===== src/logic/icache_pkg.sv =====
`default_nettype none

package icache_pkg;

   // address and data widths of both bus ports
   localparam int ADDR_W = 32;
   localparam int WORD_W = 32;

   // one LRU bit per set only covers two ways
   localparam int NUM_WAYS = 2;

   // byte lane bits below the word offset
   localparam int BYTE_OFS_W = 2;

   typedef logic [ADDR_W-1:0] addr_t;
   typedef logic [WORD_W-1:0] word_t;

   // master to slave, read only so no we or sel
   typedef struct packed {
      logic  cyc;
      logic  stb;
      addr_t adr;
   } wb_req_t;

   // slave to master
   typedef struct packed {
      logic  ack;
      word_t dat;
   } wb_rsp_t;

   // controller sequence
   typedef enum logic [1:0] {
      st_idle,
      st_lookup,
      st_refill,
      st_respond
   } ctrl_state_t;

endpackage

`default_nettype wire


===== src/logic/tag_lookup.sv =====
`default_nettype none
`timescale 1ns/10ps

module tag_lookup #(
   parameter int WORDS_PER_LINE = 16,
   parameter int NUM_SETS       = 32,
   localparam int INDEX_W    = $clog2(NUM_SETS),
   localparam int WORD_OFS_W = $clog2(WORDS_PER_LINE),
   localparam int TAG_W      = icache_pkg::ADDR_W - INDEX_W - WORD_OFS_W - icache_pkg::BYTE_OFS_W,
   localparam int LINE_W     = WORDS_PER_LINE * icache_pkg::WORD_W
) (
   input  logic [TAG_W-1:0]                          tag,
   input  logic [WORD_OFS_W-1:0]                     word_sel,
   input  logic [icache_pkg::NUM_WAYS-1:0][TAG_W-1:0]  tags,
   input  logic [icache_pkg::NUM_WAYS-1:0]             valids,
   input  logic [icache_pkg::NUM_WAYS-1:0][LINE_W-1:0] lines,
   input  logic                                      lru,
   output logic                                      hit,
   output logic                                      hit_way,
   output icache_pkg::word_t                         hit_word,
   output logic                                      victim_way
);

   logic [icache_pkg::NUM_WAYS-1:0] match;
   logic [LINE_W-1:0]               hit_line;

   // per-way tag compare
   always_comb begin
      for (int w = 0; w < icache_pkg::NUM_WAYS; w++) begin
         match[w] = valids[w] && (tags[w] == tag);
      end
   end

   assign hit     = |match;
   assign hit_way = match[1];

   // word out of the matching line
   assign hit_line = lines[hit_way];
   assign hit_word = hit_line[word_sel * icache_pkg::WORD_W +: icache_pkg::WORD_W];

   // lru bit names the way to replace
   assign victim_way = lru;

   // a line is filled into one way only, so a tag never lives in both
   a_single_hit: assert final ($isunknown(match) || $onehot0(match))
      else $error("tag_lookup: both ways hit for tag %h", tag);

endmodule

`default_nettype wire


===== config.mk =====
export PLATFORM = sky130hd
export DESIGN_NAME = tag_lookup
export DESIGN_NICKNAME = d
export VERILOG_FILES = /design/src/logic/icache_pkg.sv /design/src/logic/tag_lookup.sv
export SDC_FILE = /design/constraint.sdc
export NUM_CORES = 1
export LEC_CHECK = 0
export ABC_AREA = 0
export BUFFER_PORTS_ARGS = -buffer_cell sky130_fd_sc_hd__buf_2
export CORE_AREA = 5 5 442 444
export DETAILED_ROUTE_END_ITERATION = 6
export DIE_AREA = 0 0 447 449
export GPL_TIMING_DRIVEN = 0
export SLEW_MARGIN = 30
export SYNTH_ARGS = -nofsm -noshare
export SYNTH_HDL_FRONTEND = slang
export SYNTH_SLANG_ARGS = --single-unit

===== constraint.sdc =====
create_clock -name vclk -period 1.42
set_input_delay 0 -clock vclk [all_inputs]
set_output_delay 0 -clock vclk [all_outputs]
set_load 0.05 [all_outputs]

==> Word level (Yosys, flattened, before mapping) <==
Cells that the tools add are included.
{ "word_totals": {"register_bits": 0, "elab_cells": 9, "input_bits": 1094} }
{ "classes": {"n_reduce_logical": 3, "mux": 2, "eq_ne": 2, "n_lt_le_gt_ge": 1, "shift": 1} }
{ "ops": {"columns": ["cell", "count"], "rows": [
  ["2-to-1 mux 512 bit", 2],
  ["indexed part select 512 x 10 -> 32 bit", 1],
  ["equality test 21 bit", 2],
  ["logical AND 1 bit", 2],
  ["< comparator 1 x 2 -> 1 bit, second input constant", 1],
  ["OR reduction 2 bit", 1]
]} }

==> Depth between registers and ports, before layout <==
{ "logic_depth": {"depth_word": 5, "depth_mapped": 10, "ltp_nobuf": 8} }

==> Least setup slack after synthesis <==
Ideal clock, no wire load.
{ "synth_path": {"path_kind": "input to output", "from": "input port tag[15]", "to": "output port hit_word[0]", "cell_stages": 10, "path_buffers": 2, "t_arrival_ns": 1.751, "path_slack_ns": -0.331, "t_required_ns": 1.420, "path_cell_list": "xnor2_1 > nand4_1 > nor4_1 > nand2_1 > inv_2 > buf_6 > buf_2 > nand2_1 > nand3_1 > and3_1"} }
{ "synth_between": {"elab_chain_cells": 5} }
{ "synth_lines": {"columns": ["element", "line", "source"], "rows": [
  ["start, declared", "tag_lookup.sv:12", "input logic [TAG_W-1:0] tag,"],
  ["equality test 21 bit", "tag_lookup.sv:30", "match[w] = valids[w] && (tags[w] == tag);"],
  ["logical AND 1 bit", "tag_lookup.sv:30", null],
  ["named net hit_way", "tag_lookup.sv:19", "output logic hit_way,"],
  ["2-to-1 mux 512 bit (implied by the code) (2 in a row)", "tag_lookup.sv:38", "assign hit_line = lines[hit_way];"],
  ["indexed part select 512 x 10 -> 32 bit", "tag_lookup.sv:39", "assign hit_word = hit_line[word_sel * icache_pkg::WORD_W +: icache_pkg::WORD_W];"],
  ["end, declared", "tag_lookup.sv:20", "output icache_pkg::word_t hit_word,"]
]} }
The timed path passes the listed nets, and every way through them passes these cells. The select of a mux whose other input is x is not followed.

==> Final worst setup path <==
{ "layout_path": {"from": "input port tags[41] in the netlist's numbering", "to": "output port hit_word[8]"} }
{ "layout_between": {"elab_chain_cells": 5} }
{ "layout_lines": {"columns": ["element", "line", "source"], "rows": [
  ["start, declared", "tag_lookup.sv:14", "input logic [icache_pkg::NUM_WAYS-1:0][TAG_W-1:0] tags,"],
  ["equality test 21 bit", "tag_lookup.sv:30", null],
  ["logical AND 1 bit", "tag_lookup.sv:30", null],
  ["2-to-1 mux 512 bit (implied by the code) (2 in a row)", "tag_lookup.sv:38", null],
  ["indexed part select 512 x 10 -> 32 bit", "tag_lookup.sv:39", null]
]} }
No other way between the ends. The select of a mux whose other input is x is not followed.

==> summary.txt <==
Status
  – Run status: complete, but fails checks
  – Failing checks: setup timing

Global routing
  – Overall Global Routing Usage: between 10 and 15%
  – Global-route wire length before repair: around 190,000 um
  – Number of global-route vias before repair: 14.5k
  – Overflow left after global routing: 0
  – Antenna violations before repair: ~180
  – Pin count of the biggest net entering global routing: 11

Power and ir drop
  – Sum of internal, switching and leakage power: between 0.006 and 0.007 W
  – Net switching power of the design: ~0.0037 W
  – Combinational Power Share: 100.0%
  – Power density over the cells: 355 nW/um2
  – Part of the total power dissipated in the clock network: 0%
  – Reported leakage power: between 7 and 8 nW
  – Max rail drop VDD: 0.122 mV
  – Switching Share: about 54%
  – Internal power: around 0.0032 W
  – Reg power frac: 0%

Final layout
  – Sequential cell count: 0
  – Number of clock-tree buffers in the layout: 0
  – Count of placed standard cells in the final layout, fillers left out: approximately 4.5k
  – Area of combinational cells with multiple inputs: roughly 8900 um2
  – Signed area change from the synthesized netlist to the final layout: 128%
  – Area of all sequential standard cells: 0 um2
  – Commonest cells after routing, fill and taps aside: 1,089 x sky130_fd_sc_hd__buf_2, 256 x sky130_fd_sc_hd__mux4_2, 121 x sky130_fd_sc_hd__nand2_1
  – Most frequent standard cell in the layout excluding fill and tap cells: sky130_fd_sc_hd__buf_2
  – Design Area, Final: 19,600 um2
  – Share of cells above drive strength 1: ~84%
  – Count of fill cells added during filler insertion: 22.0k
  – Count of nets after finishing: ~3k

Logic synthesis
  – Area contributors post-synth: sky130_fd_sc_hd__mux4_2 67%, sky130_fd_sc_hd__mux2i_1 7.5%, sky130_fd_sc_hd__nand2_1 5.7%, sky130_fd_sc_hd__nand3_1 3.8%, sky130_fd_sc_hd__a22oi_1 2.8%
  – Mean instance size in the synthesized netlist: approximately 12 um2
  – Post-Syn Area: approximately 8600 um2
  – Net count after synthesis: ~1.8k
  – Multiplexer fraction of the synthesized cell area: around three quarters
  – Syn Inst Count: about 730
  – Basic-gate share of the synthesized area counting and, or, nand and nor cells: approximately an eighth
  – Xor/xnor share of the synthesized area: around 4.3%
  – Adder-Cell Fraction of Synth Area: 0%
  – Area share of the largest cell type after synthesis: roughly 67%
  – Post-synthesis sequential area ratio: 0%
  – Number of unique standard cell types used by synthesis: 21
  – Share of the synthesized area in compound gates (AO/OA/AOI/OAI): 2.86%
  – Cell taking the most area after synthesis: sky130_fd_sc_hd__mux4_2
  – Synthesis Warnings: 0
  – Combinational family with the most area after synthesis: multiplexers

Critical path
  – Startpoint kind of the worst setup timing path: input pin
  – Maximum fanout encountered on the critical timing path: 8
  – Max stage delay on crit path: 0.58 ns
  – CP Data Arrival Time: between 2 and 3 ns
  – Cells traversed along the worst timing path: buf_6 > xnor2_2 > nand4_1 > nor4_2 > nand2_2 > buf_12 > inv_12 > buf_16 > buf_12 > mux2i_1 > a22oi_2 > and3_4 > buf_8
  – Cell with the largest stage delay on the worst path: sky130_fd_sc_hd__a22oi_2
  – Crit end category: output port
  – Critical Path Most Common Cell: sky130_fd_sc_hd__buf_12
  – Required time worst endpoint: between 1 and 1.5 ns
  – Class of the most critical setup path: input pin to output port

Floorplan
  – Width of the chip: about 450 um
  – Starting density of the core: under 10%
  – IO Count: approximately 1.1k
  – Core region area: 191,000 um2
  – Count of standard-cell rows: ~160
  – Vert. Die Dim: about 450 um
  – Die Area: around 200,000 um2

Placed design
  – Routability-driven placement congestion ratio: approximately 1.1
  – HPWL after detailed placement: 148,000 um
  – Buffers added on ports: 1,126
  – Placed instance area: 17,900 um2
  – Placed cell count: about 4.4k

STA
  – Number of failing setup endpoints in the final timing report: 34
  – Worst slew slack as a fraction of its limit: 35.2%
  – Setup repair after global routing missed its margin: true
  – Slack of the critical path: -1.29 ns
  – Worst Tran Pin Value: slightly below 1 ns
  – Setup tns final: -36.69 ns
  – Maximum clock frequency: 369 MHz
  – Max Slew Vio Count: 0
  – Number of hold violations in the final report: 0
  – Time the final worst path needs with I/O delays and setup: around 2.7 ns
  – Final critical-path share of the clock period: 191%

Route
  – Post-detailed-route count of antenna-violating nets: 0
  – Final wirelength: around 160,000 um
  – Number of violations reported at the end of detailed-routing iteration 0: between 1.5k and 2k
  – Number of DRC violations after detailed routing: 0
  – Total number of vias: between 10k and 15k
  – Length of the first detailed-routing pass in iterations: 5
  – Average vias per placed instance: 3.25
  – Average wire per standard cell: approximately 35 um

Worst hold path
  – Hold Path Class: input pin to output port
  – Hold depth: 2

Clocking
  – Hold buffer count at CTS: 0

Flow run
  – Max_cap viols: 0
[per-stage QoR]
stage | hold WS, ns | worst slack, ns | util, %
final | 0.303 | -1.29 | 10.2
after detailed placement | 0.303 | -2.61 | 9.39
after global routing | 0.312 | -1.32 | 10.2
after global placement | 0.306 | -3.76 | 9.27
after CTS | 0.303 | -1.37 | 10.0
after floorplan | 0.167 | -0.0725 | -
[power by group through the flow]
stage	Combinational, W	Sequential [W]	Clock (W)
after global placement	0.00648	0	0
after floorplan	0.00275	0	0
final	0.00694	0	0.00000000866
after global routing	0.00728	0	0.00000000527
after detailed placement	0.00663	0	0
after CTS	0.00711	0	0
[worst paths after layout]
kind	start	endpoint	slack, ns
setup / recovery	tags[41]	hit_word[8]	-1.29
hold / removal	lru	victim_way	0.30
[final cells by class]
cell class | instances | share of cell area, %
Multi-Input combinational cell | 639 | 45.2
Timing Repair Buffer | 1160 | 33.0
Tap cell | 2526 | 16.1
Buffer | 93 | 4.31
Antenna cell | 94 | 1.20
Inverter | 1 | 0.0831
[cell families after synthesis]
kind of cell,after synthesis
compound gates,33
xor+xnor,42
simple gates,244
buf+inv,95
mux,320
[critical path, delay by kind of cell]
kind / cells / cell delay (ns)
xor gates and xnor gates: 1 / 0.15
and+or+nand+nor: 4 / 0.97
AOI/OAI and AO/OA: 1 / 0.58
buffers and inverters: 6 / 0.83
muxes: 1 / 0.11
[synth_stat cells (all sizes together)]
| cell type | number |
|---|---|
| nor4 | 6 |
| nor2 | 2 |
| mux2i | 64 |
| and3 | 32 |
| clkbuf | 48 |
| nand3 | 65 |
| nor2b | 2 |
| buf | 46 |
| o21ai | 1 |
| and2 | 1 |
| xor2 | 20 |
| a22oi | 32 |
| mux4 | 256 |
| inv | 1 |
| nand2 | 130 |
| nand4 | 6 |
| xnor2 | 22 |
[routing by layer]
| metal | track usage [%] | routed length [um] | part of all wire, % |
|---|---|---|---|
| met3 | 7.35 | 21000 | 13 |
| met2 | 26.2 | 78400 | 50 |
| met4 | 4.21 | 5960 | 3.8 |
| met1 | 15.4 | 51800 | 33 |
| met5 | 0 | 841 | 0.53 |
[repair_timing]
| item | 4_1_cts | 5_1_grt |
|---|---|---|
| gates resized for setup | 239 | 38 |
| cloned | 0 | 1 |
| hold endpoints to repair | 0 | 0 |
| buffers inserted | 18 | 7 |
| endpoints found under the setup margin | 34 | 34 |
| pin swaps | 53 | 21 |
(Power assumes the default switching activity.)
