==> src/logic/icache_pkg.sv <==
`default_nettype none

package icache_pkg;

   // address and data widths of both bus ports
   localparam int ADDR_W = 32;
   localparam int WORD_W = 32;

   // one LRU bit per set only covers two ways
   localparam int NUM_WAYS = 2;

   // byte lane bits below the word offset
   localparam int BYTE_OFS_W = 2;

   typedef logic [ADDR_W-1:0] addr_t;
   typedef logic [WORD_W-1:0] word_t;

   // master to slave, read only so no we or sel
   typedef struct packed {
      logic  cyc;
      logic  stb;
      addr_t adr;
   } wb_req_t;

   // slave to master
   typedef struct packed {
      logic  ack;
      word_t dat;
   } wb_rsp_t;

   // controller sequence
   typedef enum logic [1:0] {
      st_idle,
      st_lookup,
      st_refill,
      st_respond
   } ctrl_state_t;

endpackage

`default_nettype wire

==> src/logic/line_refill.sv <==
`default_nettype none
`timescale 1ns/10ps

module line_refill #(
   parameter int WORDS_PER_LINE = 16,
   localparam int WORD_OFS_W = $clog2(WORDS_PER_LINE),
   localparam int LINE_W     = WORDS_PER_LINE * icache_pkg::WORD_W
) (
   input  logic                        clk,
   input  logic                        reset,
   input  logic                        start,
   input  icache_pkg::addr_t           line_base,
   input  logic [WORD_OFS_W-1:0]       word_sel,
   output icache_pkg::wb_req_t         mem_req,
   input  icache_pkg::wb_rsp_t         mem_rsp,
   output logic                        done,
   output logic [LINE_W-1:0]           line,
   output icache_pkg::word_t           req_word
);

   localparam icache_pkg::addr_t WORD_STEP = icache_pkg::addr_t'(1 << icache_pkg::BYTE_OFS_W);

   logic                    busy;
   logic [WORD_OFS_W-1:0]   count;
   icache_pkg::addr_t       adr_q;
   logic                    last;

   assign last = (count == WORD_OFS_W'(WORDS_PER_LINE - 1));

   // one open transfer at a time, cyc and stb together
   assign mem_req = '{cyc: busy, stb: busy, adr: adr_q};

   // transfer sequencing
   always_ff @(posedge clk) begin
      if (reset) begin
         busy  <= 1'b0;
         count <= '0;
         done  <= 1'b0;
      end else begin
         done <= 1'b0;
         if (start) begin
            busy  <= 1'b1;
            count <= '0;
         end else if (busy && mem_rsp.ack) begin
            count <= count + 1'b1;
            if (last) begin
               busy <= 1'b0;
               done <= 1'b1;
            end
         end
      end
   end

   // address walk and line assembly
   always_ff @(posedge clk) begin
      if (start) begin
         adr_q <= line_base;
      end else if (busy && mem_rsp.ack) begin
         adr_q <= adr_q + WORD_STEP;
         // words arrive in ascending order, shift in from the top
         line  <= {mem_rsp.dat, line[LINE_W-1:icache_pkg::WORD_W]};
         if (count == word_sel) begin
            req_word <= mem_rsp.dat;
         end
      end
   end

   // classic handshake: request held with a stable address until ack
   a_stb_held: assert property (@(posedge clk) disable iff (reset)
      mem_req.stb && !mem_rsp.ack |=> mem_req.stb && $stable(mem_req.adr))
      else $error("line_refill: mem stb dropped or adr changed before ack");

endmodule

`default_nettype wire

==> config.mk <==
export PLATFORM = sky130hd
export DESIGN_NAME = line_refill
export DESIGN_NICKNAME = d
export VERILOG_FILES = /design/src/logic/icache_pkg.sv /design/src/logic/line_refill.sv
export SDC_FILE = /design/constraint.sdc
export NUM_CORES = 1
export LEC_CHECK = 0
export ABC_AREA = 1
export BUFFER_PORTS_ARGS = -buffer_cell sky130_fd_sc_hd__buf_2
export CORE_MARGIN = 5
export CORE_UTILIZATION = 25
export DETAILED_ROUTE_END_ITERATION = 12
export SLEW_MARGIN = 0
export SYNTH_ARGS = -nofsm -noshare
export SYNTH_HDL_FRONTEND = slang
export SYNTH_SLANG_ARGS = --single-unit
==> constraint.sdc <==
create_clock -name clk -period 12.9 [get_ports clk]
set_input_delay 0 -clock clk [delete_from_list [all_inputs] [get_ports clk]]
set_output_delay 0 -clock clk [all_outputs]
set_load 0.005 [all_outputs]
**Yosys cells after proc, flatten, opt, wreduce, memory -nomap -nowiden**

Cells that the tools add are included.
W data, S select, Z words.

- Add/subtract/negate cells: 2
- Eq/ne operators: 2
- Muxes and demuxes: 6
- Bitwise gates (word level): 2
- Reduce and logical (&&, ||, !) cells: 8

Operator list:

| kind | count |
|---|---|
| $mux W32 | 2 |
| $add A32 B3 Y32 const B | 1 |
| $add A4 B1 Y4 const B | 1 |
| $eq A4 B4 Y1 | 1 |
| $eq A4 B4 Y1 const B | 1 |
| $mux W1 | 4 |
| $reduce_and A2 Y1 | 2 |
| $reduce_bool A2 Y1 | 2 |
| $reduce_and A3 Y1 | 1 |
| $reduce_or A3 Y1 | 1 |
| $not A1 Y1 | 2 |
| $reduce_or A2 Y1 | 1 |
| $logic_and A1 B1 Y1 | 1 |

- Flip-flop bits (word level): 582
- Input port bits: 72
- Output and inout port bits: 579

**Depth between registers and ports, before layout**

Gate-level depths: netlist of run 1.

- Depth in word-level cells: 4
- Mapped depth: 9
- Mapped depth without buffers: 9

**Worst setup path before layout of run 1**

No wires, ideal clock.

- Path kind: reg2reg
- From: reg busy
- To: reg line[0] (enable)
- Library setup time: 0.859 ns
- Arrival: 10.526 ns
- Data required time: 12.041 ns
- Path slack: 1.515 ns
- Stages on the path, launching flop included: 5
- Path buffers: 0
- Period minus slack after synthesis: 11.385 ns
- Cells stage by stage: dfxtp_1 > nand2_1 > inv_1 > nand2_1 > inv_1

- Cells in the longest elaborated chain, start to end: 2

Ends and longest elaborated chain:

| item | line | RTL |
|---|---|---|
| start: declaration | line_refill.sv:23 | `logic busy;` |
| start signal: assignment | line_refill.sv:36 | `busy <= 1'b0;` |
| start signal: assignment | line_refill.sv:42 | `busy <= 1'b1;` |
| start signal: assignment | line_refill.sv:47 | `busy <= 1'b0;` |
| $logic_and A1 B1 Y1 | line_refill.sv:58 | `end else if (busy && mem_rsp.ack) begin` |
| $reduce_and A2 Y1 (no source line) | n/a |  |
| end signal: assignment | line_refill.sv:61 | `line <= {mem_rsp.dat, line[LINE_W-1:icache_pkg::WORD_W]};` |
| end: declaration | line_refill.sv:17 | `output logic [LINE_W-1:0] line,` |

Every way passes these cells.
A chain may end at the register's enable or synchronous reset.

**Worst setup path after layout of run 1**

- From: in start
- To: reg line[323] (enable)

- Cells in the longest elaborated chain, start to end: 2

Ends and longest elaborated chain:

| item | line | RTL |
|---|---|---|
| start: declaration | line_refill.sv:11 | `input logic start,` |
| $not A1 Y1 (no source line) | n/a |  |
| $reduce_and A2 Y1 (no source line) | n/a |  |

Every way passes these cells.

==> metrics.md, run 1 <==
| Metric | Value |
|---|---|
| Die height | `285 um` |
| Iteration-0 DRC Markers | `734` |
| RSZ-0062 raised after global routing | `no` |
| IO buf count | `650` |
| Multi-input logic area | `1290 um2` |
| IR drop worst, VDD | `about 0.095 mV` |
| Fin cells | `roughly 2,700` |
| Filler cells | `between 7,000 and 8,000` |
| First-pass GRT wire length | `~74,000 um` |
| Setup TNS | `0 ns` |
| Most common cell after layout, fill and taps aside | `buf_2` |
| Crit-path slowest cell | `buf_4` |
| Pins Over Slew Limit | `0` |
| Worst reg2reg setup slack | `slightly above 9 ns` |
| Total wire length | `slightly above 50,000 um` |
| CTS root buffer | `clkbuf_16` |
| Overall routing resource usage | `0.118` |
| Lkg Pwr | `about 10 nW` |
| Netlist cell types | `29` |
| Final min period | `slightly above 4 ns` |
| Initial antenna violation count | `0` |
| Total clock sinks | `582` |
| Post-CTS sizing | `0` |
| Nets@finish | `around 1,700` |
| CTS clk-pin slew, worst paths | `approximately 0.060 ns` |
| Worst Tran Pin Value | `between 1 and 1.5 ns` |
| Cell area after layout | `around 26,000 um2` |
| Syn avg cell area | `about 21 um2` |
| Status | `complete, no violations` |
| Via Count | `10,900` |
| Register area | `17,400 um2` |
| Io pins | `roughly 650` |
| CP Capture Type | `register` |
| Power per cell area | `153 nW/um2` |
| Die span in x | `roughly 280 um` |
| DR pass1 iterations | `5` |
| Clock Skew | `about 0.025 ns` |
| Period utilization | `0.314` |
| Clock insertion delay at the later pin of the skew report | `between 0.6 and 0.7 ns` |
| Delay-heaviest family, CP | `buffers and inverters` |
| CTS tree | `done` |
| Hold depth | `2` |
| Mapped Cells | `between 800 and 900` |
| CP startpoint kind | `input pin` |
| Setup bufs post-CTS | `0` |
| Num rows | `100` |
| WP data required | `about 13 ns` |
| Setup CP Type | `in -> reg` |
| Placeable Area | `around 75,000 um2` |
| FF-to-FF End | `line[323]` |
| Seq cells post-synth | `about 580` |
| Leading area contributor after synthesis | `edfxtp_1` |
| Cell mode on critical path | `buf_4` |
| Top cell type's share of synthesized area | `0.917` |
| Clock buffer depth | `3` |
| Pin count of the biggest net entering global routing | `179` |
| Hold_buf cts | `just under 70` |
| Vias in the first global route | `11,300` |
| Synth Net Count | `between 900 and 1,000` |
| Seq/Total Area, Yosys | `0.923` |
| WP data arrival | `between 4 and 5 ns` |
| Area growth, synth to finish | `37.7%` |
| Largest cells by area after synthesis | `edfxtp_1 92%, nand2_1 2.6%, nor2_1 0.84%, nand3_1 0.82%, dfxtp_1 0.64%` |
| FMAX | `247 MHz` |
| CTS HTree Levels | `2` |
| Worst hold path class | `in -> reg` |
| Total placed cells including tap cells | `2,509` |
| HP Start | `mem_rsp[1]` |
| DRC | `0` |
| Hpwl dp | `~37,000 um` |
| Inserted Clock Buffers | `60` |
| FF-to-FF Start | `busy` |
| Worst Path Max Fanout | `98` |
| Final Hold Violating Endpoints | `0` |
| Antenna-violating nets left | `0` |
| Vias per cell | `4.06` |
| Post-Syn Area | `roughly 19,000 um2` |
| Slowest stage delay, CP | `0.99 ns` |
| Yosys warns | `0` |
| R2R cell count | `6` |
| Hold Path End | `req_word[1]` |
| Worst slew margin | `0.239` |
| Share of cells above drive strength 1 | `0.449` |
| Grt ovf | `0` |
| Starting Density | `0.253` |
| Final setup fails | `0` |
| Post-DP Area | `between 20,000 and 25,000 um2` |
| Max Cap Violations | `0` |
| CP cell instances | `dlygate4sd3_1 > buf_2 > inv_2 > nand2_1 > inv_8 > buf_4 > buf_4` |
| Post-DR wirelength/cell | `roughly 19 um` |
| Worst path bufs/invs | `6` |
| Most frequent cells in the layout | `650 x buf_2, 576 x edfxtp_1, 133 x nand2_1` |
| Die area | `81,100 um2` |
| RePlAce Congestion | `0.860` |
per-stage QoR:
step	hold WS, ns	total power [mW]	setup WS, ns	utilization
after floorplan	0.0793	2.26	1.51	-
after global placement	0.190	2.32	8.95	0.313
after detailed placement	0.192	2.32	8.79	0.313
after CTS	0.0542	4.03	8.92	0.348
after global routing	0.0876	4.13	8.60	0.348
final	0.120	3.97	8.85	0.348
how the worst max path moves through the flow:
stage,from,end,cells past startpoint
3_5_place_dp,start,line[73],6
3_3_place_gp,start,line[80],6
2_1_floorplan,busy,line[0],4
6_report,start,line[323],7
5_1_grt,start,line[123],7
4_1_cts,start,line[314],7
per-layer routing:
metal  GRT usage  vias up  routed length, um
met4      0.0471        0               1960
met3      0.0325      117               4070
met5           0        -                  0
met2       0.207      497              25500
li1            -     4930                  -
met1       0.136     5370              19400
sequential cells by signal, indices dropped and copies added, names as in the netlist:
signal,count
count,4
busy,1
req_word,32
adr_q,32
done,1
line,512
final cells by class:
class                           instances  share of cell area
Antenna cell                            2            0.000193
Clock buffer                           72              0.0595
Clock inverter                         40              0.0151
Inverter                               31             0.00477
Multi-Input combinational cell        271              0.0497
Sequential cell                       582               0.670
Tap cell                              969              0.0467
Timing Repair Buffer                  724               0.154
cells in the mapped netlist (all sizes together):
library cell / number
and3: 1
a31oi: 1
edfxtp: 576
nor4: 1
xor2: 4
nor2: 55
and2: 3
nand2: 143
inv: 31
clkbuf: 5
nand3: 31
a21oi: 7
dfxtp: 6
nor3: 3
o21ai: 14
ha: 2
or2: 5
buf: 5
nand4: 1
where the power goes:
part / internal [mW] / switching, mW
Sequential: 2.12 / 0.0323
Combinational: 0.0596 / 0.0841
Clock: 0.960 / 0.717
logic make-up after synthesis:
logic type	synth area share
flops	0.923
simple gates	0.0590
buf+inv	0.00875
compound gates	0.00590
xor+xnor	0.00186
fa+ha+maj	0.00133
Power figures use the tool's default switching activity.
==> run 2: changes to the inputs <==
clock period = 3.7 ns   (was 12.9 ns; I/O delays follow)
==> run 2 against run 1 <==
  * Die area is the same
  * Flip-flop and latch count stayed put
  * Count of clock-buffer cells in the layout grew 3
  * Routed wire length grew 3.3%
  * Critical endpoint is now line[414]
  * Worst setup slack worse by 7.4 ns
  * Register-to-register slack got worse by 7.4 ns
  * Largest power group unchanged
  * Critical path depth is 1 higher
  * Critical path type unchanged
  * Sequential share of layout area decreased by 0.91 points
==> metrics.md, run 2 (synthesized netlist as in run 1, its figures left out) <==
| Metric | Value |
|---|---|
| Status | `complete, no violations` |
| Pin count of the biggest net entering global routing | `around 130` |
| Sequential Power Share | `0.535` |
| Comb power frac | `0.038` |
| Clock insertion delay at the later pin of the skew report | `0.62 ns` |
| Initial antenna violation count | `2` |
| Most flops, register | `line` |
| Die height | `~280 um` |
| Lkg Pwr | `approximately 10 nW` |
| Cell area after layout | `around 26,000 um2` |
| Multi-input logic area | `about 1300 um2` |
| Post-DR wirelength/cell | `19.3 um` |
| Die area | `81,100 um2` |
| Util after Layout | `0.353` |
| Vias in the first global route | `11,400` |
| RePlAce Congestion | `about 0.86` |
| Via Count | `roughly 11,000` |
| Share of cells above drive strength 1 | `0.454` |
| Worst hold path class | `in -> reg` |
| Power per cell area | `533 nW/um2` |
| IR drop worst, VDD | `about 0.44 mV` |
| WP data arrival | `approximately 2.5 ns` |
| CTS tree | `done` |
| Max Cap Violations | `0` |
| FF-to-FF Start | `busy` |
| Vias per cell | `between 4 and 5` |
| FMAX | `approximately 450 MHz` |
| Post-CTS sizing | `0` |
| Inserted Clock Buffers | `about 60` |
| Worst slew margin | `0.527` |
| Worst Tran Pin Value | `just over 0.7 ns` |
| Placeable Area | `between 70,000 and 80,000 um2` |
| Hold_buf cts | `79` |
| Switching share of power | `0.209` |
| Area growth, synth to finish | `39.6%` |
| Clock Skew | `0.0238 ns` |
| Cell internal pwr | `11.1 mW` |
| Final min period | `about 2.2 ns` |
| DRC | `0` |
| First-pass GRT wire length | `~76,000 um` |
| Antenna-violating nets left | `0` |
| Num rows | `100` |
| DR pass1 iterations | `6` |
| Most common cell after layout, fill and taps aside | `buf_2` |
| Filler cells | `7,078` |
| Setup CP Type | `in -> reg` |
| Clock buffer depth | `3` |
| Period utilization | `0.595` |
| Total placed cells including tap cells | `~2,500` |
| Iteration-0 DRC Markers | `710` |
| Clock power share | `0.427` |
| Pins Over Slew Limit | `0` |
| Total wire length | `around 53,000 um` |
| Most frequent cells in the layout | `650 x buf_2, 576 x edfxtp_1, 131 x nand2_1` |
| IO buf count | `650` |
| Io pins | `approximately 650` |
| Nets@finish | `around 1,800` |
| Starting Density | `0.253` |
| Final Hold Violating Endpoints | `0` |
| CTS clk-pin slew, worst paths | `0.06 ns` |
| Final setup fails | `0` |
| Post-DP Area | `23,600 um2` |
| CP Capture Type | `register` |
| Max FFs per register | `512` |
| Worst Path Max Fanout | `44` |
| Setup bufs post-CTS | `0` |
| Fin cells | `between 2,000 and 3,000` |
| Total clock sinks | `582` |
| Total power | `around 14 mW` |
| Hpwl dp | `approximately 39,000 um` |
| CTS HTree Levels | `2` |
| RSZ-0062 raised after global routing | `no` |
| P_sw | `around 2.9 mW` |
| Grt ovf | `0` |
| WP data required | `3.98 ns` |
| HP Start | `word_sel[1]` |
| CTS root buffer | `clkbuf_16` |
| Overall routing resource usage | `0.121` |
| Register area | `~17,000 um2` |
| Critical path origin | `start` |
| Die span in x | `between 200 and 300 um` |
| CP startpoint kind | `input pin` |
| Regs by FF count | `line (512), adr_q (32), req_word (32)` |
run 2: cell type report:
class                   instances  share of cell area
repair buffers                752               0.163
multi-input cells             271              0.0494
flip-flops and latches        582               0.661
clock inverters                38              0.0156
inverters                      31             0.00456
well taps                     969              0.0460
clock buffers                  75              0.0600
diodes                          1           0.0000950
run 2: worst paths after layout:
kind / end / slack, ns / depth (start not counted)
worst max-delay path: line[414] / 1.50 / 8
worst min register to register: line[283] / 0.42 / 0
worst max register to register: line[414] / 1.66 / 6
worst min-delay path: req_word[13] / 0.09 / 5
run 2: power by group through the flow:
stage	clock network [mW]	logic [mW]	registers, mW
after global routing	6.46	0.575	7.53
after floorplan	0	0.162	7.68
after detailed placement	0	0.467	7.65
after CTS	6.19	0.535	7.51
after global placement	0	0.458	7.64
final	5.99	0.531	7.51
run 2: per-stage QoR:
stage          hold slack, ns  setup TNS, ns  setup WS (ns)
2_1_floorplan          0.0718       -2549.77          -4.94
3_3_place_gp            0.190              0           1.36
3_5_place_dp            0.192              0           1.33
4_1_cts                0.0129              0           1.46
5_1_grt                0.0408              0           1.35
6_report               0.0884              0           1.50
run 2: worst max-delay path, cell delays in order:
cell	delay, ns
dlygate4sd3_1	0.53
buf_2	0.12
buf_4	0.25
inv_2	0.42
nand2_4	0.12
clkinvlp_4	0.32
buf_12	0.27
buf_4	0.38
run 2: routing by layer:
layer  vias up  global-route usage  wire, um
met1      5417               0.136     19500
met5         -                   0         0
met3       118              0.0327      4070
met2       472               0.219     26900
li1       4976                   -         -
met4         0              0.0507      2080
