### src/logic/icache_pkg.sv
`default_nettype none

package icache_pkg;

   // address and data widths of both bus ports
   localparam int ADDR_W = 32;
   localparam int WORD_W = 32;

   // one LRU bit per set only covers two ways
   localparam int NUM_WAYS = 2;

   // byte lane bits below the word offset
   localparam int BYTE_OFS_W = 2;

   typedef logic [ADDR_W-1:0] addr_t;
   typedef logic [WORD_W-1:0] word_t;

   // master to slave, read only so no we or sel
   typedef struct packed {
      logic  cyc;
      logic  stb;
      addr_t adr;
   } wb_req_t;

   // slave to master
   typedef struct packed {
      logic  ack;
      word_t dat;
   } wb_rsp_t;

   // controller sequence
   typedef enum logic [1:0] {
      st_idle,
      st_lookup,
      st_refill,
      st_respond
   } ctrl_state_t;

endpackage

`default_nettype wire

### src/logic/icache_ctrl.sv
`default_nettype none
`timescale 1ns/10ps

module icache_ctrl #(
   parameter int WORDS_PER_LINE = 16,
   parameter int NUM_SETS       = 32,
   localparam int INDEX_W    = $clog2(NUM_SETS),
   localparam int WORD_OFS_W = $clog2(WORDS_PER_LINE),
   localparam int LINE_OFS_W = WORD_OFS_W + icache_pkg::BYTE_OFS_W,
   localparam int TAG_W      = icache_pkg::ADDR_W - INDEX_W - LINE_OFS_W
) (
   input  logic                   clk,
   input  logic                   reset,
   input  icache_pkg::wb_req_t    cpu_req,
   output icache_pkg::wb_rsp_t    cpu_rsp,
   input  logic                   hit,
   input  logic                   hit_way,
   input  icache_pkg::word_t      hit_word,
   input  logic                   victim_way,
   input  logic                   refill_done,
   input  icache_pkg::word_t      req_word,
   output logic                   refill_start,
   output icache_pkg::addr_t      line_base,
   output logic [INDEX_W-1:0]     rd_index,
   output logic [TAG_W-1:0]       tag,
   output logic [WORD_OFS_W-1:0]  word_sel,
   output logic                   wr_en,
   output logic                   wr_way,
   output logic [INDEX_W-1:0]     wr_index,
   output logic                   lru_we,
   output logic [INDEX_W-1:0]     lru_index,
   output logic                   lru_val
);

   icache_pkg::ctrl_state_t state;
   icache_pkg::ctrl_state_t state_nxt;
   icache_pkg::addr_t       addr_q;
   logic [INDEX_W-1:0]      index;
   logic                    victim_q;
   logic                    accept;
   logic                    lookup_hit;

   assign accept     = (state == icache_pkg::st_idle) && cpu_req.cyc && cpu_req.stb;
   assign lookup_hit = (state == icache_pkg::st_lookup) && hit;

   always_comb begin
      state_nxt = state;
      case (state)
         icache_pkg::st_idle:    if (accept) state_nxt = icache_pkg::st_lookup;
         icache_pkg::st_lookup:  state_nxt = hit ? icache_pkg::st_idle : icache_pkg::st_refill;
         icache_pkg::st_refill:  if (refill_done) state_nxt = icache_pkg::st_respond;
         icache_pkg::st_respond: state_nxt = icache_pkg::st_idle;
         default:                state_nxt = icache_pkg::st_idle;
      endcase
   end

   always_ff @(posedge clk) begin
      if (reset) begin
         state <= icache_pkg::st_idle;
      end else begin
         state <= state_nxt;
      end
   end

   // request address and victim held for the whole miss
   always_ff @(posedge clk) begin
      if (accept) begin
         addr_q <= cpu_req.adr;
      end
      if (state == icache_pkg::st_lookup) begin
         victim_q <= victim_way;
      end
   end

   // address split
   assign tag       = addr_q[icache_pkg::ADDR_W-1 -: TAG_W];
   assign index     = addr_q[LINE_OFS_W +: INDEX_W];
   assign word_sel  = addr_q[icache_pkg::BYTE_OFS_W +: WORD_OFS_W];
   assign line_base = {addr_q[icache_pkg::ADDR_W-1:LINE_OFS_W], {LINE_OFS_W{1'b0}}};

   // arrays see the bus address while idle so data is ready in lookup
   assign rd_index = (state == icache_pkg::st_idle) ? cpu_req.adr[LINE_OFS_W +: INDEX_W] : index;

   assign refill_start = (state == icache_pkg::st_lookup) && !hit;

   // line write into the victim once the refill is done
   assign wr_en    = (state == icache_pkg::st_refill) && refill_done;
   assign wr_way   = victim_q;
   assign wr_index = index;

   // the way just used stops being the victim
   assign lru_we    = lookup_hit || wr_en;
   assign lru_index = index;
   assign lru_val   = (state == icache_pkg::st_lookup) ? ~hit_way : ~victim_q;

   assign cpu_rsp = '{
      ack: lookup_hit || (state == icache_pkg::st_respond),
      dat: (state == icache_pkg::st_respond) ? req_word : hit_word
   };

   // ack closes the request that the CPU is still holding
   a_ack_in_cycle: assert property (@(posedge clk) disable iff (reset)
      cpu_rsp.ack |-> cpu_req.stb)
      else $error("icache_ctrl: cpu ack without cpu stb");

endmodule

`default_nettype wire

### config.mk
export PLATFORM = sky130hd
export DESIGN_NAME = icache_ctrl
export DESIGN_NICKNAME = d
export VERILOG_FILES = /design/src/logic/icache_pkg.sv /design/src/logic/icache_ctrl.sv
export SDC_FILE = /design/constraint.sdc
export NUM_CORES = 1
export LEC_CHECK = 0
export BUFFER_PORTS_ARGS = -buffer_cell sky130_fd_sc_hd__buf_2
export CORE_AREA = 10 10 84 86
export DETAILED_ROUTE_END_ITERATION = 8
export DIE_AREA = 0 0 94 96
export PLACE_DENSITY_LB_ADDON = 0.25
export SLEW_MARGIN = 20
export SYNTH_ARGS = -nofsm -noshare
export SYNTH_HDL_FRONTEND = slang
export SYNTH_SLANG_ARGS = --single-unit
### constraint.sdc
create_clock -name clk -period 2.98 [get_ports clk]
set_clock_uncertainty 0.05 [all_clocks]
set_input_delay 0.298 -clock clk [delete_from_list [all_inputs] [get_ports clk]]
set_output_delay 0.298 -clock clk [all_outputs]
set_load 0.01 [all_outputs]
# Word-level counts from Yosys, hierarchy flattened
# Cells that the tools add are included.
# W data, S select, Z words.
# classes
n_eq_ne,5
mux,7
n_bitwise,2
n_reduce_logical,10
# op_table
op,count
$mux W32,1
$pmux W2 S4,1
$mux W2,3
$logic_and A1 B1 Y1,5
$mux W5,1
$eq A2 B2 Y1 const B,2
$ne A2 B2 Y1 const B,2
$eq A2 B1 Y1 const B,1
$logic_not A2 Y1,1
$logic_or A1 B1 Y1,2
$not A1 Y1,2
$reduce_and A2 Y1,1
$logic_not A1 Y1,1
$mux W1,1
# totals
elab_cells,27
output_inout_bits,110
inputBits,104
regBits,35

# Longest topological paths before layout
# Gate-level depths: netlist of run 1.
# depth
word_depth,5
ltp_mapped,3
ltp_nobuf,3

# Worst setup path before layout of run 1
# No wires, ideal clock.
# synth_path
kind,register to register
from,reg with a tool-made name
to,"reg addr_q[10], enable pin"
stages_incl_launch_ff,3
n_path_buf,0
t_required_ns,2.540
slack_ns,1.031
synth_period_minus_slack_ns,1.949
arrival_ns,1.509
cell_sequence,dfxtp_1 -> nor2_1 -> and3_1
# synth_lines
element,line,text
to (signal assigned),icache_ctrl.sv:68,addr_q <= cpu_req.adr;
to (decl),icache_ctrl.sv:37,icache_pkg::addr_t addr_q;

==> run metrics, run 1 <==
outcome=complete, no violations; Die Area=9020 um^2; Flop pwr share=49.6%; Warnings, synthesis=0; PwrDens=387 nW/um^2; area of the mapped netlist=1920 um^2; max_cap viols=0; Max stage delay on crit path=0.47 ns; GR Util All Layers=13.4%; Clock power frac=27.9%; worst skew pair latency=0.27 ns; worst slew pin tran=0.570 ns; post-synth top area share=48.5%; Detail Route Antenna Nets=0; TritonCTS clock tree=yes; Slew HR=62.0%; diode count=0; Initial Util=35.5%; root buf cell=clkbuf_8; routed vias/inst=4.22; most used routing layer=met2; worst-path fanout max=32; Comb pwr share=22.5%; Switching Fraction=25.1%; largest net degree at the start of global routing=33; Hold Violations, Final=0; Area contributors post-synth=edfxtp_1 49%, mux2_4 23%, buf_4 14%, mux2_2 4.1%, dfxtp_1 2.1%; Finished Layout Cells=378; syn_area_per_cell=15.1 um^2; initial antenna violation count=0; Chip Width=94 um; vias in the first global route=1673; final worst path period need=2.11 ns; Worst Setup End Kind=output pin; WL/cell=18.6 um; CP arrival=1.76 ns; final setup fails=0; CP bufs+invs=2; worst IR drop on VDD=203 uV; row count=27; CP cell instances=nand2_2, buf_4, mux2_2, buf_2; critical path class=flip-flop to output pin; clock sinks=33; drt total wl=7020 um; #FFs+latches synth=33; area grow syn2layout=47.9%; first-pass GRT wire length=9380 um; Bufs on Longest Clock Path=2; LEAKAGE=1.57 nW; Hold Path Class=input port to flip-flop; M2 GR Usage=26.5%; placed insts=371; Via Count=1594; fmax=473 MHz; core area=5410 um^2; die height=96 um; # DRC=0; synth unique cells=21; port bufs=205; Sw Pwr=0.000276 W; Pint=0.000823 W; H-tree Lvls=2; met3 Use GR=5.21%; Worst setup SP type=flip-flop; Post-CTS Setup Repair Bufs=0; CP max stage cell=buf_4; Final TNS setup=0 ns; Max Slew Vio Count=0; cell family with most CP delay=buffers and inverters; Overflow after GRT=0; RD Place Congestion=0.813; commonest non-fill, non-tap cell in the layout=buf_2; Mapped Cells=127; DR iter-0 viols=44; Reg clk slew, reported paths=0.07 ns; post-synthesis sequential area ratio=50.6%; M1 GR Usage=12.4%; hold_buf cts=0; DP HPWL=6260 um; RSZ-0062 raised after global routing=no; TritonRoute pass-1 iters=4; nets=410; Ports=214; Tcrit/Tclk final=70.9%; cts bufs inserted=5; layout cells sized above 1=82.0%; most frequent cells in the layout=205 x buf_2, 31 x edfxtp_1, 30 x mux2_4; PostCTS Resize Cnt=0; required time worst endpoint=2.63 ns; cell taking the most area after synthesis=edfxtp_1
-- cell usage after synthesis, drive strengths merged --
| cell type | n |
|---|---|
| a211oi | 1 |
| a21o | 1 |
| a21oi | 1 |
| and3 | 1 |
| and3b | 1 |
| buf | 40 |
| conb | 1 |
| dfxtp | 2 |
| edfxtp | 31 |
| inv | 2 |
| mux2 | 37 |
| mux2i | 1 |
| nand2 | 2 |
| nand2b | 2 |
| nand3b | 1 |
| nor2 | 1 |
| o21a | 1 |
| or3b | 1 |
-- state kept, by name, indices dropped and copies added, names as in the netlist, named ones only --
name,cells
addr_q,30
state,1
wr_way,1
-- power groups by stage --
stage | combinational, W | sequential, W | clock, W
2_1_floorplan | 0.000124 | 0.000565 | 0
3_3_place_gp | 0.000247 | 0.000555 | 0
3_5_place_dp | 0.000252 | 0.000555 | 0
4_1_cts | 0.000253 | 0.000545 | 0.000319
5_1_grt | 0.000268 | 0.000547 | 0.000336
6_report | 0.000247 | 0.000545 | 0.000307
-- area by class of cell --
class	instances	area, um^2
Fill cell	500	2570
Timing Repair Buffer	207	1040
Sequential cell	33	971
Multi-Input combinational cell	57	647
Tap cell	72	90.1
Clock buffer	5	68.8
Clock inverter	2	11.3
Inverter	2	7.51
-- per-layer routing --
metal | up-vias | part of all wire [%]
li1 | 767 | -
met4 | 0 | 0.88
met3 | 6 | 10
met2 | 98 | 57
met5 | - | 0
met1 | 723 | 32
-- cell families (layout without fill, tap and decap cells) --
| group | count (synthesis) | after routing | synth area share (%) |
|---|---|---|---|
| other | 1 | 6 | 0.196 |
| AND/OR/NAND/NOR | 9 | 9 | 3.00 |
| flip-flops | 33 | 33 | 50.6 |
| buffers and inverters | 42 | 216 | 16.6 |
| multiplexers | 38 | 38 | 28.1 |
| AO/OA/AOI/OAI | 4 | 4 | 1.44 |
-- worst reg2reg max path: cells and delay by family, from the launching register on --
kind | cells | cell delay [ns]
buffers and inverters | 1 | 0.37
flip-flops | 1 | 0.38
AND/OR/NAND/NOR | 2 | 0.73
-- stage by stage --
stage	util (%)	setup slack [ns]	instance area, um^2	hold WS (ns)	total power, W
4_1_cts	52.5	0.864	2840	0.130	0.00112
5_1_grt	52.5	0.780	2840	0.126	0.00115
3_3_place_gp	51.0	1.09	2760	0.425	0.000802
3_5_place_dp	51.0	1.09	2760	0.426	0.000807
2_1_floorplan	-	1.03	1940	0.317	0.000689
6_report	52.5	0.867	2840	0.141	0.00110
-- worst paths after layout --
| check | endpoint | slack [ns] | start | cells past startpoint |
|---|---|---|---|---|
| min | flip-flop | 0.14 | reset | 2 |
| max reg2reg | addr_q[26] | 1.11 | flip-flop | 3 |
| min reg2reg | state[0] | 0.52 | flip-flop | 2 |
| max | cpu_rsp[0] | 0.87 | state[0] | 4 |
Note: power is estimated with default switching activity, not from simulation.
==> inputs of run 2 (changes only) <==
--- a/config.mk
+++ b/config.mk
@@ -6,9 +6,9 @@
 export NUM_CORES = 1
 export LEC_CHECK = 0
 export BUFFER_PORTS_ARGS = -buffer_cell sky130_fd_sc_hd__buf_2
-export CORE_AREA = 10 10 84 86
+export CORE_AREA = 10 10 90 92
 export DETAILED_ROUTE_END_ITERATION = 8
-export DIE_AREA = 0 0 94 96
+export DIE_AREA = 0 0 100 102
 export PLACE_DENSITY_LB_ADDON = 0.25
 export SLEW_MARGIN = 20
 export SYNTH_ARGS = -nofsm -noshare
==> constraint.sdc (replaced) <==
create_clock -name clk -period 1.9 [get_ports clk]
set_clock_uncertainty 0.05 [all_clocks]
set_input_delay 0.19 -clock clk [delete_from_list [all_inputs] [get_ports clk]]
set_output_delay 0.19 -clock clk [all_outputs]
set_load 0.01 [all_outputs]
==> run metrics, run 2 (synthesized netlist as in run 1, its figures left out) <==
Detail Route Antenna Nets=0 (unchanged); final setup fails=0 (unchanged); core area=6280 um^2 (+16%); first-pass GRT wire length=10200 um (+8.5%); outcome=complete, no violations; vias in the first global route=1775 (+6.1%); worst skew pair latency=0.27 ns (about the same); final worst path period need=1.76 ns; LEAKAGE=1.59 nW (+1.6%); nets=412 (+0.49%); Worst setup SP type=flip-flop; Die Area=10200 um^2 (+13%); required time worst endpoint=1.66 ns (-0.97 ns); TritonCTS clock tree=yes; cts bufs inserted=5 (unchanged); Via Count=1593 (-0.063%); Design Area, Final=2890 um^2 (+1.7%); pre-CTS WS=0.421 ns (-0.664 ns); Max Slew Vio Count=0 (unchanged); hold depth=1 (-1); RD Place Congestion=0.750 (-7.7%); PwrDens=606 nW/um^2 (+57%); max_cap viols=0 (unchanged); commonest non-fill, non-tap cell in the layout=buf_2; diode count=0 (unchanged); fmax=568 MHz; # DRC=0 (unchanged); Biggest register=addr_q; Initial Util=30.6% (-4.9 points); area of the multi-input gates=648 um^2 (+0.19%); worst hold slack=0.0331 ns (-0.108 ns); port bufs=205 (unchanged); row count=29 (+7.4%); worst IR drop on VDD=421 uV (+110%); clock sinks=33 (unchanged); Worst Setup End Kind=output pin; max FFs per register=30 (unchanged); R2R depth=4 (+1); RSZ-0062 raised after global routing=no; die height=102 um (+6.3%); PostCTS Resize Cnt=0 (unchanged); root buf cell=clkbuf_8; hold_buf cts=0 (unchanged); FF/Latch Area=971 um^2 (unchanged); TritonRoute pass-1 iters=3 (-1); critical path class=flip-flop to output pin; placed instance area=2800 um^2 (+1.7%); Final TNS setup=0 ns (unchanged); slack of the worst reg-to-reg path=0.46 ns (-0.65 ns); drt total wl=7230 um (+3.0%); largest net degree at the start of global routing=33 (unchanged); Reg clk slew, reported paths=0.07 ns (about the same); H-tree Lvls=2 (unchanged); initial antenna violation count=0 (unchanged); Bufs on Longest Clock Path=2 (unchanged); Finished Layout Cells=386 (+2.1%); Overflow after GRT=0 (unchanged); Tcrit/Tclk final=92.6%; Ports=214 (unchanged); layout cells sized above 1=82.2% (+0.17 points); placed insts=378 (+1.9%); Hold Violations, Final=0 (unchanged); Post-CTS Setup Repair Bufs=0 (unchanged); setup slack after layout=0.141 ns (-0.727 ns); area grow syn2layout=50.4%; GR Util All Layers=12.6% (-0.81 points); DR iter-0 viols=41 (-6.8%); Chip Width=100 um (+6.4%); WL/cell=18.7 um (+0.83%); routed vias/inst=4.13 (-2.1%); FILL cells=603 (+21%); Hold Path Class=input port to flip-flop; worst-path fanout max=32 (unchanged); CP arrival=1.52 ns (-0.24 ns); most frequent cells in the layout=205 x buf_2, 31 x edfxtp_1, 30 x mux2_4; DP HPWL=6370 um (+1.8%)
[run 2: changes by cell type in the layout (fill, tap and decap cells not counted)]
cell / before / now
clkinv_2: 0 / 1
and3_1: 1 / 0
clkinvlp_4: 1 / 0
buf_12: 0 / 2
clkinv_1: 1 / 2
and3_2: 0 / 1
[run 2: power breakdown]
part           internal (W)  total, W  switching, W
registers          0.000836  0.000854     0.0000178
logic              0.000217  0.000400      0.000183
clock network      0.000246  0.000495      0.000249
[run 2: final cells by class]
cell class | count | share of cell area, %
well taps | 77 | 3.34
clock buffers | 5 | 2.39
repair buffers | 209 | 37.5
flip-flops and latches | 33 | 33.7
multi-input cells | 57 | 22.5
clock inverters | 3 | 0.434
inverters | 2 | 0.260
[run 2: path summary, 6_finish.rpt]
path                from          end
max            flip-flop  cpu_rsp[12]
min          cpu_req[22]   addr_q[22]
max reg2reg    flip-flop   addr_q[26]
min reg2reg    flip-flop     state[0]
[run 2: metal layers]
layer / GRT usage [%] / wire [um]
met3: 4.59 / 626
met5: 0 / 0
met2: 25.3 / 4270
met4: 3.59 / 72
met1: 11.6 / 2260
[run 2: stage by stage]
stage               utilization [%]  power (W)
floorplan                         -    0.00108
finish                         46.0    0.00175
detailed placement             44.7    0.00128
CTS                            46.0    0.00178
global route                   46.0    0.00185
global placement               44.7    0.00127
[run 2: critical path, cell delays in order, from the launching register on]
cell     delay, ns
dfxtp_1       0.47
nand2_2       0.10
buf_12        0.20
mux2_4        0.32
buf_2         0.14
==> inputs of run 3 (changes only) <==
==> config.mk (replaced) <==
export PLATFORM = sky130hd
export DESIGN_NAME = icache_ctrl
export DESIGN_NICKNAME = d
export VERILOG_FILES = /design/src/logic/icache_pkg.sv /design/src/logic/icache_ctrl.sv
export SDC_FILE = /design/constraint.sdc
export NUM_CORES = 1
export LEC_CHECK = 0
export CORE_AREA = 10 10 74 76
export DETAILED_ROUTE_END_ITERATION = 8
export DIE_AREA = 0 0 84 86
export DONT_BUFFER_PORTS = 1
export PLACE_DENSITY_LB_ADDON = 0.05
export SLEW_MARGIN = 20
export SYNTH_ARGS = -nofsm -noshare
export SYNTH_HDL_FRONTEND = slang
export SYNTH_SLANG_ARGS = --single-unit
==> run metrics, run 3 (synthesized netlist as in run 1, its figures left out) <==
commonest non-fill, non-tap cell in the layout=dlygate4sd3_1; RD Place Congestion=0.765 (+2.1%); Max stage delay on crit path=0.49 ns (+0.02 ns); Tcrit/Tclk final=95.5% (+2.9 points); layout cells sized above 1=35.6% (-47 points); port bufs=0 (-100%); most frequent cells in the layout=32 x dlygate4sd3_1, 31 x edfxtp_1, 30 x mux2_4; vias in the first global route=1172 (-34%); Detail Route Antenna Nets=0 (unchanged); Die Area=7220 um^2 (-29%); Hold Path Class=input port to flip-flop; nets=238 (-42%); CP cell instances=nand2_4, buf_12, mux2_4; CP max stage cell=dfxtp_1; Worst Setup End Kind=output pin; Switching Fraction=24.3% (-1.4 points); WL/cell=30.9 um (+65%); PwrDens=741 nW/um^2 (+22%); outcome=complete, no violations; Initial Util=48.3% (+18 points); Chip Width=84 um (-16%); Flop pwr share=56.4% (+7.6 points); R2R depth=3 (-1); CP arrival=1.57 ns (+0.05 ns); Clock power frac=30.2% (+1.9 points); TritonCTS clock tree=yes; DP HPWL=4850 um (-24%); diode count=0 (unchanged); Worst setup SP type=flip-flop; core area=3970 um^2 (-37%); FF/Latch Area=971 um^2 (unchanged); LEAKAGE=0.921 nW (-42%); Bufs on Longest Clock Path=2 (unchanged); DR iter-0 viols=35 (-15%); RSZ-0062 raised after global routing=no; Overflow after GRT=0 (unchanged); r2r endpoint=addr_q[17]; Sw Pwr=0.000386 W (-14%); critical path class=flip-flop to output pin; slack of the worst reg-to-reg path=0.45 ns (about the same); Biggest register=addr_q; drt total wl=5710 um (-21%); final setup fails=0 (unchanged); FILL cells=339 (-44%); Via Count=994 (-38%); worst IR drop on VDD=519 uV (+23%); Final TNS setup=0 ns (unchanged); Ports=214 (unchanged); largest net degree at the start of global routing=25 (-24%); final worst path period need=1.81 ns (+0.0552 ns); GR Util All Layers=13.5% (+0.90 points); H-tree Lvls=2 (unchanged); clock sinks=33 (unchanged); first-pass GRT wire length=7630 um (-25%); TritonRoute pass-1 iters=4 (+1); area of the multi-input gates=653 um^2 (+0.77%); required time worst endpoint=1.66 ns (about the same); Finished Layout Cells=185 (-52%); row count=23 (-21%); max FFs per register=30 (unchanged); # DRC=0 (unchanged); fmax=551 MHz (-3.0%); Max Slew Vio Count=0 (unchanged); cts bufs inserted=5 (unchanged); routed vias/inst=5.37 (+30%); area grow syn2layout=11.7%; placed insts=145 (-62%); worst hold start=refill_done; worst skew pair latency=0.28 ns (about the same); Pint=0.00120 W (-7.4%); Reg clk slew, reported paths=0.07 ns (about the same); Hold Violations, Final=0 (unchanged); root buf cell=clkbuf_8; worst-path fanout max=20 (-38%); Comb pwr share=13.4% (-9.5 points); max_cap viols=0 (unchanged); initial antenna violation count=0 (unchanged); Worst Setup EP=cpu_rsp[28]; die height=86 um (-16%)
[run 3: worst min path at each step]
| stage | endpoint | depth (start not counted) |
|---|---|---|
| after floorplan | flip-flop | 1 |
| after global routing | state[0] | 2 |
| after detailed placement | flip-flop | 1 |
| final | state[0] | 2 |
| after CTS | state[0] | 2 |
| after global placement | flip-flop | 1 |
[run 3: critical path, delay by kind of cell, from the launching register on]
family	cells	cell delay, ns
muxes	1	0.34
and+or+nand+nor	1	0.22
DFF	1	0.49
buffers and inverters	1	0.23
[run 3: per-layer routing]
| layer | wire (um) | share of wire, % | vias up | GRT usage, % |
|---|---|---|---|---|
| met5 | 0 | 0 | - | 0 |
| met4 | 32 | 0.56 | 0 | 3.35 |
| met3 | 663 | 12 | 4 | 7.38 |
| met2 | 3190 | 56 | 107 | 25.4 |
| met1 | 1830 | 32 | 456 | 12.5 |
| li1 | - | - | 427 | - |
[run 3: repair_timing]
item	in CTS	in global routing
resized for setup	1	0
buffers inserted	0	0
hold buffers	32	0
endpoints found under the setup margin	20	0
hold endpoints to repair	33	0
[run 3: area by class of cell]
type,instances,share of cell area [%]
Inverter,2,0.350
Tap cell,50,2.92
Clock buffer,5,3.21
Multi-Input combinational cell,57,30.5
Clock inverter,3,0.584
Timing Repair Buffer,35,17.2
Sequential cell,33,45.3
[run 3: per-stage QoR]
stage	setup WS, ns	area (um^2)	util, %	total power, W	hold slack (ns)
after floorplan	0.254	1940	-	0.00108	0.209
after global placement	0.305	1740	43.7	0.00107	0.213
after detailed placement	0.291	1740	43.7	0.00107	0.219
after CTS	0.0723	2140	54.0	0.00161	0.0144
after global routing	0.0229	2140	54.0	0.00166	0.0122
final	0.0856	2140	54.0	0.00159	0.0145
[run 3: power groups by stage]
stage / Sequential, W / Combinational, W / Clock, W
6_report: 0.000897 / 0.000213 / 0.000480
5_1_grt: 0.000902 / 0.000227 / 0.000536
3_5_place_dp: 0.000914 / 0.000161 / 0
4_1_cts: 0.000899 / 0.000216 / 0.000492
3_3_place_gp: 0.000913 / 0.000161 / 0
2_1_floorplan: 0.000886 / 0.000194 / 0
